--- src/logic/gcode_pkg.sv ---
package gcode_pkg;

	localparam int BYTE_BITS = 8; // one ASCII character
	localparam int DEFAULT_POS_BITS = 16; // signed coordinate width

	// classes of the characters the grammar knows about
	typedef enum logic [2:0] {
		CH_G,
		CH_X,
		CH_Y,
		CH_DIGIT,
		CH_MINUS,
		CH_SPACE,
		CH_NEWLINE,
		CH_OTHER
	} char_class_t;

	typedef enum logic [2:0] {
		CMD_RAPID, // G0
		CMD_LINEAR, // G1
		CMD_ABS, // G90
		CMD_REL, // G91
		CMD_UNKNOWN
	} cmd_t;

	typedef enum logic {
		OP_RAPID,
		OP_LINEAR
	} op_code_t;

	typedef enum logic [3:0] {
		ST_READ,
		ST_WAIT_CHAR,
		ST_ROUTE,
		ST_SKIP,
		ST_EXEC,
		ST_EXEC_WAIT,
		ST_WRITE,
		ST_WAIT_WRITE
	} fsm_state_t;

endpackage : gcode_pkg

--- src/logic/char_decoder.sv ---
module char_decoder (
	input logic [gcode_pkg::BYTE_BITS-1:0] ch,
	output gcode_pkg::char_class_t char_class,
	output logic [3:0] digit
);
	import gcode_pkg::*;

	// only meaningful when the class is CH_DIGIT
	assign digit = 4'(ch - 8'h30);

	always_comb begin
		case (ch)
			8'h47: char_class = CH_G; // 'G'
			8'h58: char_class = CH_X; // 'X'
			8'h59: char_class = CH_Y; // 'Y'
			8'h2d: char_class = CH_MINUS;
			8'h20: char_class = CH_SPACE;
			8'h0a: char_class = CH_NEWLINE;
			default: begin
				if (ch >= 8'h30 && ch <= 8'h39) begin
					char_class = CH_DIGIT;
				end
				else begin
					char_class = CH_OTHER;
				end
			end
		endcase
	end

endmodule : char_decoder

--- src/logic/cmd_parser.sv ---
module cmd_parser (
	input logic clk,
	input logic reset,
	input logic clk_en,
	input logic cmd_start,
	input logic cmd_char,
	input logic [3:0] digit,
	output gcode_pkg::cmd_t cmd
);
	import gcode_pkg::*;

	logic [6:0] num; // at most two digits are kept
	logic [1:0] count; // saturates at 3, meaning too many digits

	always_ff @(posedge clk) begin
		if (reset) begin
			num <= '0;
			count <= '0;
		end
		else if (clk_en) begin
			if (cmd_start) begin
				num <= '0;
				count <= '0;
			end
			else if (cmd_char) begin
				if (count < 2'd2) begin
					num <= 7'(num * 7'd10 + {3'b000, digit});
				end
				if (count != 2'd3) begin
					count <= count + 2'd1;
				end
			end
		end
	end

	always_comb begin
		cmd = CMD_UNKNOWN;
		if (count == 2'd1 || count == 2'd2) begin
			case (num)
				7'd0: cmd = CMD_RAPID;
				7'd1: cmd = CMD_LINEAR;
				7'd90: cmd = CMD_ABS;
				7'd91: cmd = CMD_REL;
				default: cmd = CMD_UNKNOWN;
			endcase
		end
	end

	// the FSM strobes exactly one of these per character
	a_start_char_excl: assert property (@(posedge clk) disable iff (reset)
		!(cmd_start && cmd_char));

endmodule : cmd_parser

--- src/logic/arg_parser.sv ---
module arg_parser #(
	parameter int POS_BITS = 16
) (
	input logic clk,
	input logic reset,
	input logic clk_en,
	input logic arg_start,
	input logic arg_char,
	input gcode_pkg::char_class_t char_class,
	input logic [3:0] digit,
	output logic signed [POS_BITS-1:0] arg_x,
	output logic signed [POS_BITS-1:0] arg_y,
	output logic has_x,
	output logic has_y,
	output logic arg_error
);
	import gcode_pkg::*;

	logic axis_open; // an X or Y word is being read
	logic axis_is_y;
	logic neg;
	logic got_digit;
	logic [POS_BITS-1:0] value; // magnitude, wraps like the coordinates
	logic signed [POS_BITS-1:0] word_val;

	assign word_val = neg ? -$signed(value) : $signed(value);

	always_ff @(posedge clk) begin
		if (reset) begin
			axis_open <= 1'b0;
			has_x <= 1'b0;
			has_y <= 1'b0;
			arg_error <= 1'b0;
		end
		else if (clk_en) begin
			if (arg_start) begin
				axis_open <= 1'b0;
				has_x <= 1'b0;
				has_y <= 1'b0;
				arg_error <= 1'b0;
			end
			else if (arg_char) begin
				case (char_class)
					CH_X, CH_Y: begin
						if (axis_open) begin
							arg_error <= 1'b1; // words must be separated by a space
						end
						axis_open <= 1'b1;
						axis_is_y <= (char_class == CH_Y);
						neg <= 1'b0;
						got_digit <= 1'b0;
						value <= '0;
					end
					CH_DIGIT: begin
						if (!axis_open) begin
							arg_error <= 1'b1;
						end
						value <= value * POS_BITS'(10) + POS_BITS'(digit);
						got_digit <= 1'b1;
					end
					CH_MINUS: begin
						if (!axis_open || neg || got_digit) begin
							arg_error <= 1'b1;
						end
						neg <= 1'b1;
					end
					CH_SPACE, CH_NEWLINE: begin
						if (axis_open) begin
							axis_open <= 1'b0;
							if (!got_digit) begin
								arg_error <= 1'b1;
							end
							else if (axis_is_y) begin
								arg_y <= word_val;
								has_y <= 1'b1;
							end
							else begin
								arg_x <= word_val;
								has_x <= 1'b1;
							end
						end
					end
					default: arg_error <= 1'b1; // G or anything unknown
				endcase
			end
		end
	end

	a_start_char_excl: assert property (@(posedge clk) disable iff (reset)
		!(arg_start && arg_char));

endmodule : arg_parser

--- src/logic/position_keeper.sv ---
module position_keeper #(
	parameter int POS_BITS = 16
) (
	input logic clk,
	input logic reset,
	input logic clk_en,
	input logic exec,
	input gcode_pkg::cmd_t cmd,
	input logic signed [POS_BITS-1:0] arg_x,
	input logic signed [POS_BITS-1:0] arg_y,
	input logic has_x,
	input logic has_y,
	output logic emit,
	output gcode_pkg::op_code_t op_code,
	output logic signed [POS_BITS-1:0] op_x,
	output logic signed [POS_BITS-1:0] op_y
);
	import gcode_pkg::*;

	logic rel_mode; // set by G91, cleared by G90
	logic signed [POS_BITS-1:0] pos_x;
	logic signed [POS_BITS-1:0] pos_y;
	logic signed [POS_BITS-1:0] tgt_x;
	logic signed [POS_BITS-1:0] tgt_y;
	logic is_move;

	function automatic logic signed [POS_BITS-1:0] axis_target(
		input logic signed [POS_BITS-1:0] pos,
		input logic signed [POS_BITS-1:0] arg,
		input logic present,
		input logic rel
	);
		logic signed [POS_BITS-1:0] delta;
		delta = present ? arg : '0;
		if (rel) begin
			return pos + delta; // wraps at POS_BITS
		end
		return present ? arg : pos;
	endfunction

	assign tgt_x = axis_target(pos_x, arg_x, has_x, rel_mode);
	assign tgt_y = axis_target(pos_y, arg_y, has_y, rel_mode);
	assign is_move = (cmd == CMD_RAPID) || (cmd == CMD_LINEAR);

	always_ff @(posedge clk) begin
		if (reset) begin
			rel_mode <= 1'b0;
			pos_x <= '0;
			pos_y <= '0;
			emit <= 1'b0;
		end
		else if (clk_en) begin
			emit <= exec && is_move;
			if (exec) begin
				if (cmd == CMD_ABS) begin
					rel_mode <= 1'b0;
				end
				else if (cmd == CMD_REL) begin
					rel_mode <= 1'b1;
				end
				else if (is_move) begin
					pos_x <= tgt_x;
					pos_y <= tgt_y;
					op_x <= tgt_x;
					op_y <= tgt_y;
					op_code <= (cmd == CMD_RAPID) ? OP_RAPID : OP_LINEAR;
				end
			end
		end
	end

	// bad commands are turned into parse_error by the FSM before execution
	a_no_unknown_exec: assert property (@(posedge clk) disable iff (reset)
		exec |-> cmd != CMD_UNKNOWN);

endmodule : position_keeper

--- src/logic/parser_fsm.sv ---
module parser_fsm (
	input logic clk,
	input logic reset,
	input logic clk_en,
	input logic rd_done,
	input logic rd_rdy,
	input logic is_empty,
	input logic wr_done,
	input logic wr_rdy,
	input logic is_full,
	input gcode_pkg::char_class_t char_class,
	input gcode_pkg::cmd_t cmd,
	input logic arg_error,
	input logic emit,
	output logic store,
	output logic rd_trigger,
	output logic wr_trigger,
	output logic cmd_start,
	output logic cmd_char,
	output logic arg_start,
	output logic arg_char,
	output logic exec,
	output logic parse_error
);
	import gcode_pkg::*;

	fsm_state_t state, state_next;
	logic in_cmd, in_cmd_next; // G seen, command number still open
	logic in_args, in_args_next;
	logic skip, skip_next; // dropping a bad line up to its newline
	logic rd_pending; // read issued, rd_done not yet seen

	always_comb begin
		state_next = state;
		in_cmd_next = in_cmd;
		in_args_next = in_args;
		skip_next = skip;
		store = 1'b0;
		rd_trigger = 1'b0;
		wr_trigger = 1'b0;
		cmd_start = 1'b0;
		cmd_char = 1'b0;
		arg_start = 1'b0;
		arg_char = 1'b0;
		exec = 1'b0;
		parse_error = 1'b0;
		if (clk_en) begin
			case (state)
				ST_READ: begin
					if (rd_rdy && !is_empty) begin
						rd_trigger = 1'b1;
						state_next = ST_WAIT_CHAR;
					end
				end
				ST_WAIT_CHAR: begin
					if (rd_done) begin
						store = 1'b1;
						state_next = skip ? ST_SKIP : ST_ROUTE;
					end
				end
				ST_SKIP: begin
					state_next = ST_READ;
					if (char_class == CH_NEWLINE) begin
						parse_error = 1'b1;
						skip_next = 1'b0;
					end
				end
				ST_ROUTE: begin
					state_next = ST_READ;
					if (in_args) begin
						arg_char = 1'b1;
						if (char_class == CH_NEWLINE) begin
							in_args_next = 1'b0;
							state_next = ST_EXEC;
						end
					end
					else if (in_cmd) begin
						in_cmd_next = 1'b0;
						case (char_class)
							CH_DIGIT: begin
								cmd_char = 1'b1;
								in_cmd_next = 1'b1;
							end
							CH_SPACE: begin
								arg_start = 1'b1;
								in_args_next = 1'b1;
							end
							CH_NEWLINE: begin
								arg_start = 1'b1; // line ends right after the command
								state_next = ST_EXEC;
							end
							default: skip_next = 1'b1;
						endcase
					end
					else if (char_class == CH_G) begin
						cmd_start = 1'b1;
						in_cmd_next = 1'b1;
					end
					else if (char_class == CH_NEWLINE) begin
						parse_error = 1'b1; // empty line
					end
					else begin
						skip_next = 1'b1;
					end
				end
				ST_EXEC: begin
					if (arg_error || cmd == CMD_UNKNOWN) begin
						parse_error = 1'b1;
						state_next = ST_READ;
					end
					else begin
						exec = 1'b1;
						state_next = ST_EXEC_WAIT;
					end
				end
				ST_EXEC_WAIT: state_next = emit ? ST_WRITE : ST_READ; // G90/G91 write nothing
				ST_WRITE: begin
					if (wr_rdy && !is_full) begin
						wr_trigger = 1'b1;
						state_next = ST_WAIT_WRITE;
					end
				end
				ST_WAIT_WRITE: begin
					if (wr_done) begin
						state_next = ST_READ;
					end
				end
				default: state_next = ST_READ;
			endcase
		end
	end

	always_ff @(posedge clk) begin
		if (reset) begin
			state <= ST_READ;
			in_cmd <= 1'b0;
			in_args <= 1'b0;
			skip <= 1'b0;
			rd_pending <= 1'b0;
		end
		else if (clk_en) begin
			state <= state_next;
			in_cmd <= in_cmd_next;
			in_args <= in_args_next;
			skip <= skip_next;
			if (rd_trigger) begin
				rd_pending <= 1'b1;
			end
			else if (rd_done) begin
				rd_pending <= 1'b0;
			end
		end
	end

	a_rd_wr_excl: assert property (@(posedge clk) disable iff (reset)
		!(rd_trigger && wr_trigger));

	// one read in flight at a time
	a_single_read: assert property (@(posedge clk) disable iff (reset)
		!(rd_trigger && rd_pending));

endmodule : parser_fsm

--- src/logic/parser_top.sv ---
module parser_top #(
	parameter int POS_BITS = gcode_pkg::DEFAULT_POS_BITS
) (
	input logic clk,
	input logic reset,
	input logic clk_en,
	input logic rd_done,
	input logic rd_rdy,
	input logic is_empty,
	input logic [gcode_pkg::BYTE_BITS-1:0] char_in,
	input logic wr_done,
	input logic wr_rdy,
	input logic is_full,
	output logic rd_trigger,
	output logic wr_trigger,
	output gcode_pkg::op_code_t op_code,
	output logic signed [POS_BITS-1:0] op_x,
	output logic signed [POS_BITS-1:0] op_y,
	output logic parse_error
);
	import gcode_pkg::*;

	logic [BYTE_BITS-1:0] stored_char;
	char_class_t char_class;
	logic [3:0] digit;
	cmd_t cmd;
	logic store, cmd_start, cmd_char, arg_start, arg_char, exec, emit;
	logic signed [POS_BITS-1:0] arg_x;
	logic signed [POS_BITS-1:0] arg_y;
	logic has_x, has_y, arg_error;

	always_ff @(posedge clk) begin
		if (clk_en && store) begin
			stored_char <= char_in; // captured in the rd_done cycle
		end
	end

	char_decoder u_char_decoder (.ch(stored_char), .char_class(char_class), .digit(digit));

	cmd_parser u_cmd_parser (
		.clk(clk), .reset(reset), .clk_en(clk_en),
		.cmd_start(cmd_start), .cmd_char(cmd_char), .digit(digit), .cmd(cmd)
	);

	arg_parser #(.POS_BITS(POS_BITS)) u_arg_parser (
		.clk(clk), .reset(reset), .clk_en(clk_en),
		.arg_start(arg_start), .arg_char(arg_char), .char_class(char_class), .digit(digit),
		.arg_x(arg_x), .arg_y(arg_y), .has_x(has_x), .has_y(has_y), .arg_error(arg_error)
	);

	position_keeper #(.POS_BITS(POS_BITS)) u_position_keeper (
		.clk(clk), .reset(reset), .clk_en(clk_en), .exec(exec), .cmd(cmd),
		.arg_x(arg_x), .arg_y(arg_y), .has_x(has_x), .has_y(has_y),
		.emit(emit), .op_code(op_code), .op_x(op_x), .op_y(op_y)
	);

	parser_fsm u_parser_fsm (
		.clk(clk), .reset(reset), .clk_en(clk_en),
		.rd_done(rd_done), .rd_rdy(rd_rdy), .is_empty(is_empty),
		.wr_done(wr_done), .wr_rdy(wr_rdy), .is_full(is_full),
		.char_class(char_class), .cmd(cmd), .arg_error(arg_error), .emit(emit),
		.store(store), .rd_trigger(rd_trigger), .wr_trigger(wr_trigger),
		.cmd_start(cmd_start), .cmd_char(cmd_char), .arg_start(arg_start),
		.arg_char(arg_char), .exec(exec), .parse_error(parse_error)
	);

endmodule : parser_top

--- config.mk ---
export PLATFORM = sky130hd
export DESIGN_NAME = parser_top
export DESIGN_NICKNAME = d
export VERILOG_FILES = /design/src/logic/gcode_pkg.sv /design/src/logic/char_decoder.sv /design/src/logic/cmd_parser.sv /design/src/logic/arg_parser.sv /design/src/logic/position_keeper.sv /design/src/logic/parser_fsm.sv /design/src/logic/parser_top.sv
export SDC_FILE = /design/constraint.sdc
export NUM_CORES = 1
export LEC_CHECK = 0
export BUFFER_PORTS_ARGS = -buffer_cell sky130_fd_sc_hd__buf_4
export CORE_ASPECT_RATIO = 0.7
export CORE_MARGIN = 3
export CORE_UTILIZATION = 55
export CTS_BUF_LIST = sky130_fd_sc_hd__clkbuf_16
export DETAILED_ROUTE_END_ITERATION = 10
export GPL_TIMING_DRIVEN = 0
export MAX_ROUTING_LAYER = met4
export PLACE_DENSITY = 0.73
export RECOVER_POWER = 100
export SKIP_LAST_GASP = 1
export SYNTH_ARGS = -nofsm -noshare
export SYNTH_HDL_FRONTEND = slang
export SYNTH_HIERARCHICAL = 1
export SYNTH_SLANG_ARGS = --single-unit
--- constraint.sdc ---
create_clock -name clk -period 6.2 [get_ports clk]
set_input_delay 0.31 -clock clk [delete_from_list [all_inputs] [get_ports clk]]
set_output_delay 0.31 -clock clk [all_outputs]
set_load 0.02 [all_outputs]
==> run metrics, run 1 <==
status=finished, final reports clean; PD cells=187 nW/um2; ant diodes=0; WL met1=11600 um; top fanout value on the critical path=11; initial drt markers=944; RSZ-0062 raised after global routing=false; DR pass1 iterations=5; vias in the first global route=7324; highest metal used=met4; Met2 Routed Length=9730 um; Worst Setup Start Kind=flop; ANT nets after route=0; sequential area share after synthesis=40.0%; Mapped Cells=1026; placed standard-cell area=10300 um2; clock tree buffer depth=2; Synth warnings=6; CORE AREA=16600 um2; CTS clock-pin slew for the worst setup and hold paths=0.06 ns; Design Area, Final=10600 um2; Buffers on Ports=52; Routed WL=24000 um; WP data arrival=4.69 ns; GRT Overall Usage=26.5%; Post-synth ARST share=0%; routed len/inst=17.9 um; # nets final=1190; Area Growth Syn to Fin=10.6%; site row count=39; fin. max-slew vios=0; Avg Vias per Cell=6.06; Post-synth EDFFs=92; synthesized area=9550 um2; Final Skew=0.0116 ns; DRC violation count after routing=0; die area=19000 um2; clock sink count=145; IR drop worst, VDD=0.161 mV; syn avg cell area=9.31 um2; final period utilization=74.8%; io pins=53; Top FF cell, synth=edfxtp_1; DP HPWL=18100 um; Starting Density=57.4%; largest cells by area after synthesis=edfxtp_1 29%, dfxtp_1 11%, ha_1 8.5%; Min Clock Period, post-route=4.64 ns; postcts setup bufs=0; post-synth top area cell=edfxtp_1; area share of the largest cell type after synthesis=28.9%; HP Class=input port to flop; Hold Fails Final Rpt=0; max cap viols=0; CP max stage delay=0.77 ns; pin count of the biggest net entering global routing=32; Synth Register Bits=145; total negative setup slack=0 ns; Num CTS Buffers=17; pre-CTS setup slack=2.17 ns; metal3 WL=2430 um; worst setup margin=1.56 ns; total number of vias=8123; first-pass GRT wire length=38500 um; Root Buffer=clkbuf_16; CP endpoint kind=flop; initial antenna violation count=0; fraction of layout cells with a size suffix above 1=6.91%; FILL cells=1434; slowest CP cell=nor3_1; Syn Nets=1114; CTS tree=done; hold_buf cts=0; Die H=116 um; post-CTS sizing=0; Clock Latency Late Sink=0.42 ns; Leakage=4.01 nW; Slew headroom=30.5%; Setup-failing EPs final=0; Critical Path RT=6.25 ns; gr ovfl total=0; Synth cell types=90; Worst Path Class, Setup=flop to flop; CP cell instances=nor4bb_1 -> a31oi_1 -> nor2_1 -> o32ai_1 -> clkbuf_1 -> xnor2_1 -> nor3_1 -> or3_1 -> nand2b_1 -> nor3_1 -> clkbuf_1; GP Congestion=0.997; H-tree depth=4; Worst Tran Pin Value=1.03 ns; Final Util=63.5%; die width=164 um; fmax=216 MHz
==> placed cells by master (no fill, tap or decap), drive strengths merged, types with 6 or more instances in the layout <==
cell / instances
clkbuf: 104
nor2: 100
a21oi: 94
edfxtp: 92
nand2: 87
ha: 65
o21ai: 58
dfxtp: 53
xnor2: 50
inv: 38
and2: 37
nor3: 25
nand3: 20
a21o: 20
buf: 17
xor2: 15
a211oi: 15
or3: 15
nor2b: 13
nand2b: 11
o22ai: 10
o31ai: 10
or2: 10
o21a: 9
nor4b: 8
and3: 8
a31oi: 8
a2111oi: 8
clkinv: 8
nand3b: 7
mux2i: 7
a21boi: 7
o41ai: 6
nor3b: 6
nand4b: 6
fa: 6
==> worst max-delay path, delay by kind of cell (launching register included) <==
family / cells / cell delay (ns)
XOR/XNOR: 1 / 0.16
buffers and inverters: 2 / 0.87
flip-flops: 1 / 0.49
AO/OA/AOI/OAI: 2 / 0.90
AND/OR/NAND/NOR: 6 / 1.85
==> synthesized netlist by cell type, types with 5 or more instances <==
library cell / n
nor3_1: 24
nand3_1: 20
and2_1: 36
nor2b_1: 13
nand2_1: 87
or2_2: 8
edfxtp_1: 92
xnor2_1: 50
nor3b_1: 6
nand2b_1: 10
nand3b_1: 7
nor2_1: 99
o31ai_1: 8
clkbuf_1: 33
inv_1: 33
fa_1: 6
dfxtp_1: 53
o221ai_1: 5
or3_1: 12
o21a_1: 9
nand4b_1: 6
o41ai_1: 6
ha_1: 65
nor4b_1: 7
a21oi_1: 92
xor2_1: 15
a211oi_1: 12
o22ai_1: 10
buf_2: 6
o21ai_0: 53
a21boi_0: 6
mux2i_1: 7
a21o_1: 18
a2111oi_0: 8
and3_1: 8
a31oi_1: 7
==> logic make-up after synthesis <==
group	after synthesis	share of synthesized area, %
xor+xnor	65	5.96
fa+ha+maj	71	9.77
simple gates	367	19.7
mux	9	0.969
buf+inv	81	3.50
compound gates	288	20.1
flops	145	40.0
==> power breakdown <==
part / internal (W) / switching, W
Clock: 0.000541 / 0.000390
Combinational: 0.0000129 / 0.0000191
Sequential: 0.00102 / 0.000000851
Total: 0.00157 / 0.000410
==> final timing paths <==
path                          start                    end  slack [ns]  cells after the start
setup / recovery     stored_char[2]  u_arg_parser/arg_y[8]        1.56                     11
hold / removal           char_in[4]         stored_char[4]        0.08                      1
setup reg to reg     stored_char[2]  u_arg_parser/arg_y[8]        1.56                     11
hold reg to reg   u_parser_fsm/skip      u_parser_fsm/skip        0.48                      1
==> per-layer routing <==
layer	global-route usage (%)	vias up
li1	-	3942
met1	39.1	3794
met2	36.8	361
met3	6.03	26
met4	6.76	0
met5	-	-
==> cell type report <==
cell class	instances	area, um2	share of cell area [%]
Sequential cell	145	3820	36.2
Timing Repair Buffer	57	290	2.75
Clock inverter	15	106	1.01
Tap cell	225	282	2.66
Inverter	34	128	1.21
Clock buffer	17	425	4.02
Multi-Input combinational cell	800	5320	50.3
Buffer	47	195	1.85
==> flip-flops by register name (all words and copies together) (netlist names), 2 cells and up <==
name	count
u_position_keeper/op_y	16
u_arg_parser/value	16
stored_char	8
u_position_keeper/op_x	16
u_parser_fsm/state	3
u_cmd_parser/num	7
u_position_keeper/pos_y	16
u_arg_parser/arg_y	16
u_arg_parser/arg_x	16
u_position_keeper/pos_x	16
u_cmd_parser/count	2
==> stage by stage <==
| stage | std cells | power, W | hold slack, ns |
|---|---|---|---|
| floorplan | 1026 | 0.00105 | 0.379 |
| global placement | 1303 | 0.00107 | 0.446 |
| detailed placement | 1308 | 0.00107 | 0.454 |
| CTS | 1340 | 0.00199 | 0.0469 |
| global route | 1340 | 0.00204 | 0.0727 |
| finish | 1340 | 0.00198 | 0.0838 |
Note: power is estimated with default switching activity, not from simulation.
==> run 2, diff against run 1 <==
Clock period 6.2 ns to 4.5 ns, I/O delays scaled along.
==> run 2 against run 1 <==
  * Clock skew decreased by 0.0016 ns
  * Global-route usage increased by 1.4 points
  * Sequential cell count unchanged
  * Critical path type unchanged
  * Critical endpoint is now u_position_keeper/op_y[5]
==> run metrics, run 2 (synthesis gave the netlist of run 1 again) <==
DRC violation count after routing=0 (unchanged); fmax=237 MHz (+10%); Sequential Power Share=47.6% (-3.8 points); Num CTS Buffers=17 (unchanged); switching part of the total=20.3% (-0.44 points); Sw Pwr=0.000596 W (+45%); fraction of layout cells with a size suffix above 1=7.66% (+0.76 points); hold_buf cts=8 (+8); CTS tree=done; GP Congestion=0.947 (-5.0%); RSZ-0062 raised after global routing=false; Final Instance Count excl. Fillers=1348 (+0.60%); CORE AREA=16600 um2 (unchanged); fin. max-slew vios=0 (unchanged); PD cells=273 nW/um2 (+46%); routed len/inst=18.7 um (+4.4%); pin count of the biggest net entering global routing=33 (+3.1%); Routed WL=25200 um (+5.0%); WP data arrival=4.26 ns (-0.43 ns); Final Util=64.7% (+1.2 points); Critical Path RT=4.55 ns (-1.70 ns); clock tree buffer depth=2 (unchanged); Slew headroom=30.2% (-0.24 points); DR pass1 iterations=6 (+1); total number of vias=8341 (+2.7%); IR drop worst, VDD=0.193 mV (+20%); commonest non-fill, non-tap cell in the layout=nor2_1; post-CTS sizing=0 (unchanged); final period utilization=93.7% (+19 points); Die H=116 um (unchanged); Worst Setup Start Kind=flop; Clock Latency Late Sink=0.42 ns (about the same); DP HPWL=18700 um (+3.1%); clock group share of total power=50.7% (+3.7 points); initial antenna violation count=0 (unchanged); Starting Density=57.4% (unchanged); Hold Fails Final Rpt=0 (unchanged); GRT Overall Usage=27.9% (+1.4 points); die width=164 um (unchanged); Root Buffer=clkbuf_16; Worst Path Class, Setup=flop to flop; initial drt markers=1020 (+8.1%); P_int=0.00235 W (+49%); gr ovfl total=0 (unchanged); postcts setup bufs=0 (unchanged); placed cells=1307 (-0.076%); Worst Tran Pin Value=1.04 ns (+0.00656 ns); Setup-failing EPs final=0 (unchanged); status=finished, final reports clean; Area Growth Syn to Fin=12.7%; ANT nets after route=0 (unchanged); CP endpoint kind=flop; top fanout value on the critical path=32 (+21); Buffers on Ports=52 (unchanged); site row count=39 (unchanged); max cap viols=0 (unchanged); Final Skew=0.00995 ns (-0.00163 ns); Min Clock Period, post-route=4.22 ns (-0.421 ns); vias in the first global route=7639 (+4.3%); CTS clock-pin slew for the worst setup and hold paths=0.06 ns (about the same); Leakage=4.08 nW (+1.7%); Avg Vias per Cell=6.19 (+2.1%); first-pass GRT wire length=40200 um (+4.5%); HP Class=input port to flop; H-tree depth=4 (unchanged); die area=19000 um2 (unchanged); highest-count cells in the layout ignoring fill and taps=100 x nor2_1, 92 x edfxtp_1, 92 x a21oi_1; io pins=53 (unchanged); # nets final=1197 (+0.59%); clock sink count=145 (unchanged); part of the power in combinational logic=1.7% (about the same)
==> run 2: cell count changes in the layout (fill, tap and decap cells not counted), moves of 2 or more <==
| cell | change |
|---|---|
| clkinv_2 | -2 |
| nor4b_1 | -2 |
| dlygate4sd3_1 | +8 |
| clkbuf_1 | -4 |
| bufinv_16 | +3 |
| inv_1 | -3 |
| inv_6 | +2 |
==> run 2: area by class of cell <==
class	count	area (um2)
fill	1402	5870
multi-input combinational	800	5350
sequential	145	3820
clock buffer	17	425
timing repair buffer	64	372
tap	225	282
buffer	47	195
clock inverter	15	190
inverter	34	128
antenna	1	2.50
==> run 2: power groups by stage <==
stage | clock, W | combinational, W | sequential, W
4_1_cts | 0.00150 | 0.0000507 | 0.00140
3_3_place_gp | 0 | 0.0000441 | 0.00143
6_report | 0.00149 | 0.0000505 | 0.00140
3_5_place_dp | 0 | 0.0000451 | 0.00143
2_1_floorplan | 0 | 0.0000211 | 0.00143
5_1_grt | 0.00156 | 0.0000547 | 0.00140
==> run 2: layer usage <==
layer	GRT usage (%)	part of all wire (%)	vias to the layer above
met2	40.1	42	393
met4	5.69	0.90	0
met3	6.45	10	23
met5	-	0	-
li1	-	-	3956
met1	40.6	47	3969
==> run 2: final timing paths <==
check | start | slack (ns) | depth (start not counted) | endpoint
worst max register to register | u_cmd_parser/num[1] | 0.28 | 11 | u_position_keeper/op_y[5]
worst min-delay path | reset | 0.1 | 2 | u_parser_fsm/in_args
worst max-delay path | u_cmd_parser/num[1] | 0.28 | 11 | u_position_keeper/op_y[5]
worst min register to register | u_parser_fsm/skip | 0.48 | 1 | u_parser_fsm/skip
==> run 2: metrics by stage <==
stage | total power (W) | hold WS [ns] | setup WS, ns | area, um2 | TNS (ns)
after global placement | 0.00147 | 0.404 | -0.937 | 10200 | -51.01
after floorplan | 0.00145 | 0.294 | 0.281 | 9560 | 0
after CTS | 0.00295 | 0.0814 | 0.469 | 11000 | 0
after detailed placement | 0.00147 | 0.404 | 0.507 | 10300 | 0
final | 0.00294 | 0.0977 | 0.281 | 10800 | 0
after global routing | 0.00302 | 0.0887 | 0.0951 | 10800 | 0
==> run 2: critical path, stage by stage (launching register included) <==
cell and delay (ns):
dfxtp_1 0.38, or4_1 0.49, a21o_1 0.26, nor2_1 0.21, nor3b_1 0.10, or3_1 0.38, nor3_1 0.15, nand2_1 0.11
or3_1 0.42, clkbuf_1 0.29, nor2_1 0.37, buf_2 0.68
==> run 3, diff against run 2 <==
==> constraint.sdc (replaced) <==
create_clock -name clk -period 4.5 [get_ports clk]
set_input_delay 1.125 -clock clk [delete_from_list [all_inputs] [get_ports clk]]
set_output_delay 1.125 -clock clk [all_outputs]
set_load 0.02 [all_outputs]
==> run 3 against run 2 <==
  * Hold slack better by 0.38 ns
  * First-iteration DRC count down 0.39%
  * Critical path type is now input port to flop
  * Die area unchanged
  * Critical path depth down 2
  * Setup slack worse by 0.071 ns
  * Power down 0.20%
  * Sequential power about the same
  * Core utilization down 0.45 points
  * Sequential share of layout area up 0.25 points
  * Non-clock buffer count down 8
  * Clock skew up 0.0051 ns
  * Cell count down 0.59%
==> run metrics, run 3 (synthesis gave the netlist of run 1 again) <==
fraction of layout cells with a size suffix above 1=7.72% (+0.055 points); Hold Fails Final Rpt=0 (unchanged); first-pass GRT wire length=40000 um (-0.53%); Buffers on Ports=52 (unchanged); Sequential Power Share=47.7% (about the same); Final Instance Count excl. Fillers=1340 (-0.59%); die width=164 um (unchanged); fin. max-slew vios=0 (unchanged); DP HPWL=18700 um (unchanged); CP endpoint kind=flop; GRT Overall Usage=27.8% (-0.13 points); CORE AREA=16600 um2 (unchanged); GR met2 Demand/Resource=39.6% (-0.44 points); FILL cells=1415 (+0.93%); pin count of the biggest net entering global routing=33 (unchanged); Worst Setup EP=u_arg_parser/arg_y[5]; Slew headroom=28.3% (-2.0 points); FF-to-FF Start=u_cmd_parser/num[1]; Avg Vias per Cell=6.15 (-0.66%); commonest non-fill, non-tap cell in the layout=nor2_1; fmax=233 MHz (-1.7%); status=finished, final reports clean; met1 usage=40.6% (about the same); H-tree depth=4 (unchanged); final hold slack=0.473 ns (+0.375 ns); max cap viols=0 (unchanged); pre-CTS setup slack=0.507 ns (unchanged); vias in the first global route=7592 (-0.62%); clock sink count=145 (unchanged); Area Growth Syn to Fin=11.9%; Worst Setup Start Kind=input port; M3 GR Usage=6.45% (unchanged); Worst Path Class, Setup=input port to flop; io pins=53 (unchanged); Starting Density=57.4% (unchanged); Root Buffer=clkbuf_16; placed cells=1307 (unchanged); switching part of the total=20.3% (about the same); CP cell instances=clkbuf_1 -> inv_1 -> or3_1 -> nor2_1 -> nand2_1 -> or3_1 -> nand2b_1 -> nor3_2 -> buf_8; final period utilization=95.3% (+1.6 points); Num CTS Buffers=17 (unchanged); clock group share of total power=50.8% (about the same); Final Util=64.3% (-0.45 points); DRC violation count after routing=0 (unchanged); gr ovfl total=0 (unchanged); CP max stage delay=0.64 ns (-0.04 ns); Worst Tran Pin Value=1.07 ns (+0.0291 ns); Die H=116 um (unchanged); Buf/Inv on CP=3 (+1); DR pass1 iterations=7 (+1); CTS clock-pin slew for the worst setup and hold paths=0.06 ns (about the same); CP most frequent cell=or3_1; Crit path depth=9 (-2); highest-count cells in the layout ignoring fill and taps=100 x nor2_1, 92 x edfxtp_1, 92 x a21oi_1; Critical Path RT=4.62 ns (+0.07 ns); die area=19000 um2 (unchanged); P_int=0.00234 W (-0.21%); hold_buf cts=0 (-8); total number of vias=8237 (-1.2%); RSZ-0062 raised after global routing=false; Crit path max-delay family=simple AND/OR/NAND/NOR gates; # nets final=1189 (-0.67%); Setup-failing EPs final=0 (unchanged); Critical path origin=clk_en; Sw Pwr=0.000595 W (-0.17%); CTS tree=done; initial drt markers=1016 (-0.39%); initial antenna violation count=0 (unchanged); worst setup margin=0.210 ns (-0.0713 ns); GP Congestion=0.947 (unchanged); multi-input logic area=5350 um2 (about the same); top fanout value on the critical path=19 (-41%); Clock Latency Late Sink=0.42 ns (about the same); routed len/inst=18.8 um (+0.40%); clock tree buffer depth=2 (unchanged); Min Clock Period, post-route=4.29 ns (+0.0713 ns); site row count=39 (unchanged); ANT nets after route=0 (unchanged); IR drop worst, VDD=0.192 mV (-0.56%); Routed WL=25200 um (-0.19%); Final Skew=0.0150 ns (+0.00505 ns); slowest CP cell=clkbuf_1; Leakage=4.03 nW (-1.1%); WP data arrival=4.41 ns (+0.15 ns); R2R cell count=12 (+1); R2R Setup Slk=0.29 ns (about the same); part of the power in combinational logic=1.5% (-0.2 points); busiest layer in global routing=met1; Sequential Area=3820 um2 (unchanged); PD cells=275 nW/um2 (+0.49%); FF-to-FF End=u_position_keeper/pos_y[12]; HP Class=flop to flop
==> run 3: worst min-delay path by stage <==
stage	start	end	cells after the start
after CTS	u_parser_fsm/skip	u_parser_fsm/skip	1
after global placement	u_parser_fsm/skip	u_parser_fsm/skip	1
final	u_parser_fsm/skip	u_parser_fsm/skip	1
after floorplan	u_parser_fsm/skip	u_parser_fsm/skip	1
after detailed placement	u_parser_fsm/skip	u_parser_fsm/skip	1
after global routing	u_parser_fsm/skip	u_parser_fsm/skip	1
==> run 3: area by class of cell <==
type / instances / area share [%]
tap: 225 / 2.63
clock inverter: 15 / 1.78
antenna: 1 / 0.0234
buffer: 47 / 1.83
multi-input combinational: 800 / 50.0
sequential: 145 / 35.8
clock buffer: 17 / 3.98
timing repair buffer: 56 / 2.78
inverter: 34 / 1.19
==> run 3: per-layer routing <==
metal | up-vias | share of wire (%)
met5 | - | 0
met1 | 3917 | 47
met3 | 27 | 10
met4 | 0 | 1.1
met2 | 366 | 42
li1 | 3927 | -
==> run 3: power by group through the flow <==
stage          registers, W   logic, W  clock network, W
6_report            0.00140  0.0000445           0.00149
5_1_grt             0.00140  0.0000482           0.00156
4_1_cts             0.00140  0.0000453           0.00150
3_5_place_dp        0.00143  0.0000451                 0
3_3_place_gp        0.00143  0.0000441                 0
2_1_floorplan       0.00143  0.0000211                 0
==> run 3: worst reg2reg max path, delay by kind of cell (launching register included) <==
kind / cells / cell delay, ns
buffers and inverters: 1 / 0.69
DFF: 1 / 0.39
AOI/OAI and AO/OA: 3 / 0.63
and+or+nand+nor: 8 / 2.38
==> run 3: what timing repair did <==
action | 4_1_cts | 5_1_grt
setup buffers | 0 | 0
setup endpoints to repair | 0 | 1
gates resized for setup | 0 | 1
==> run 3: per-stage QoR <==
stage | total power, W | area (um2) | TNS, ns
6_report | 0.00294 | 10700 | 0
5_1_grt | 0.00301 | 10700 | 0
4_1_cts | 0.00295 | 10900 | 0
3_5_place_dp | 0.00147 | 10300 | 0
3_3_place_gp | 0.00147 | 10200 | -51.01
2_1_floorplan | 0.00145 | 9560 | 0
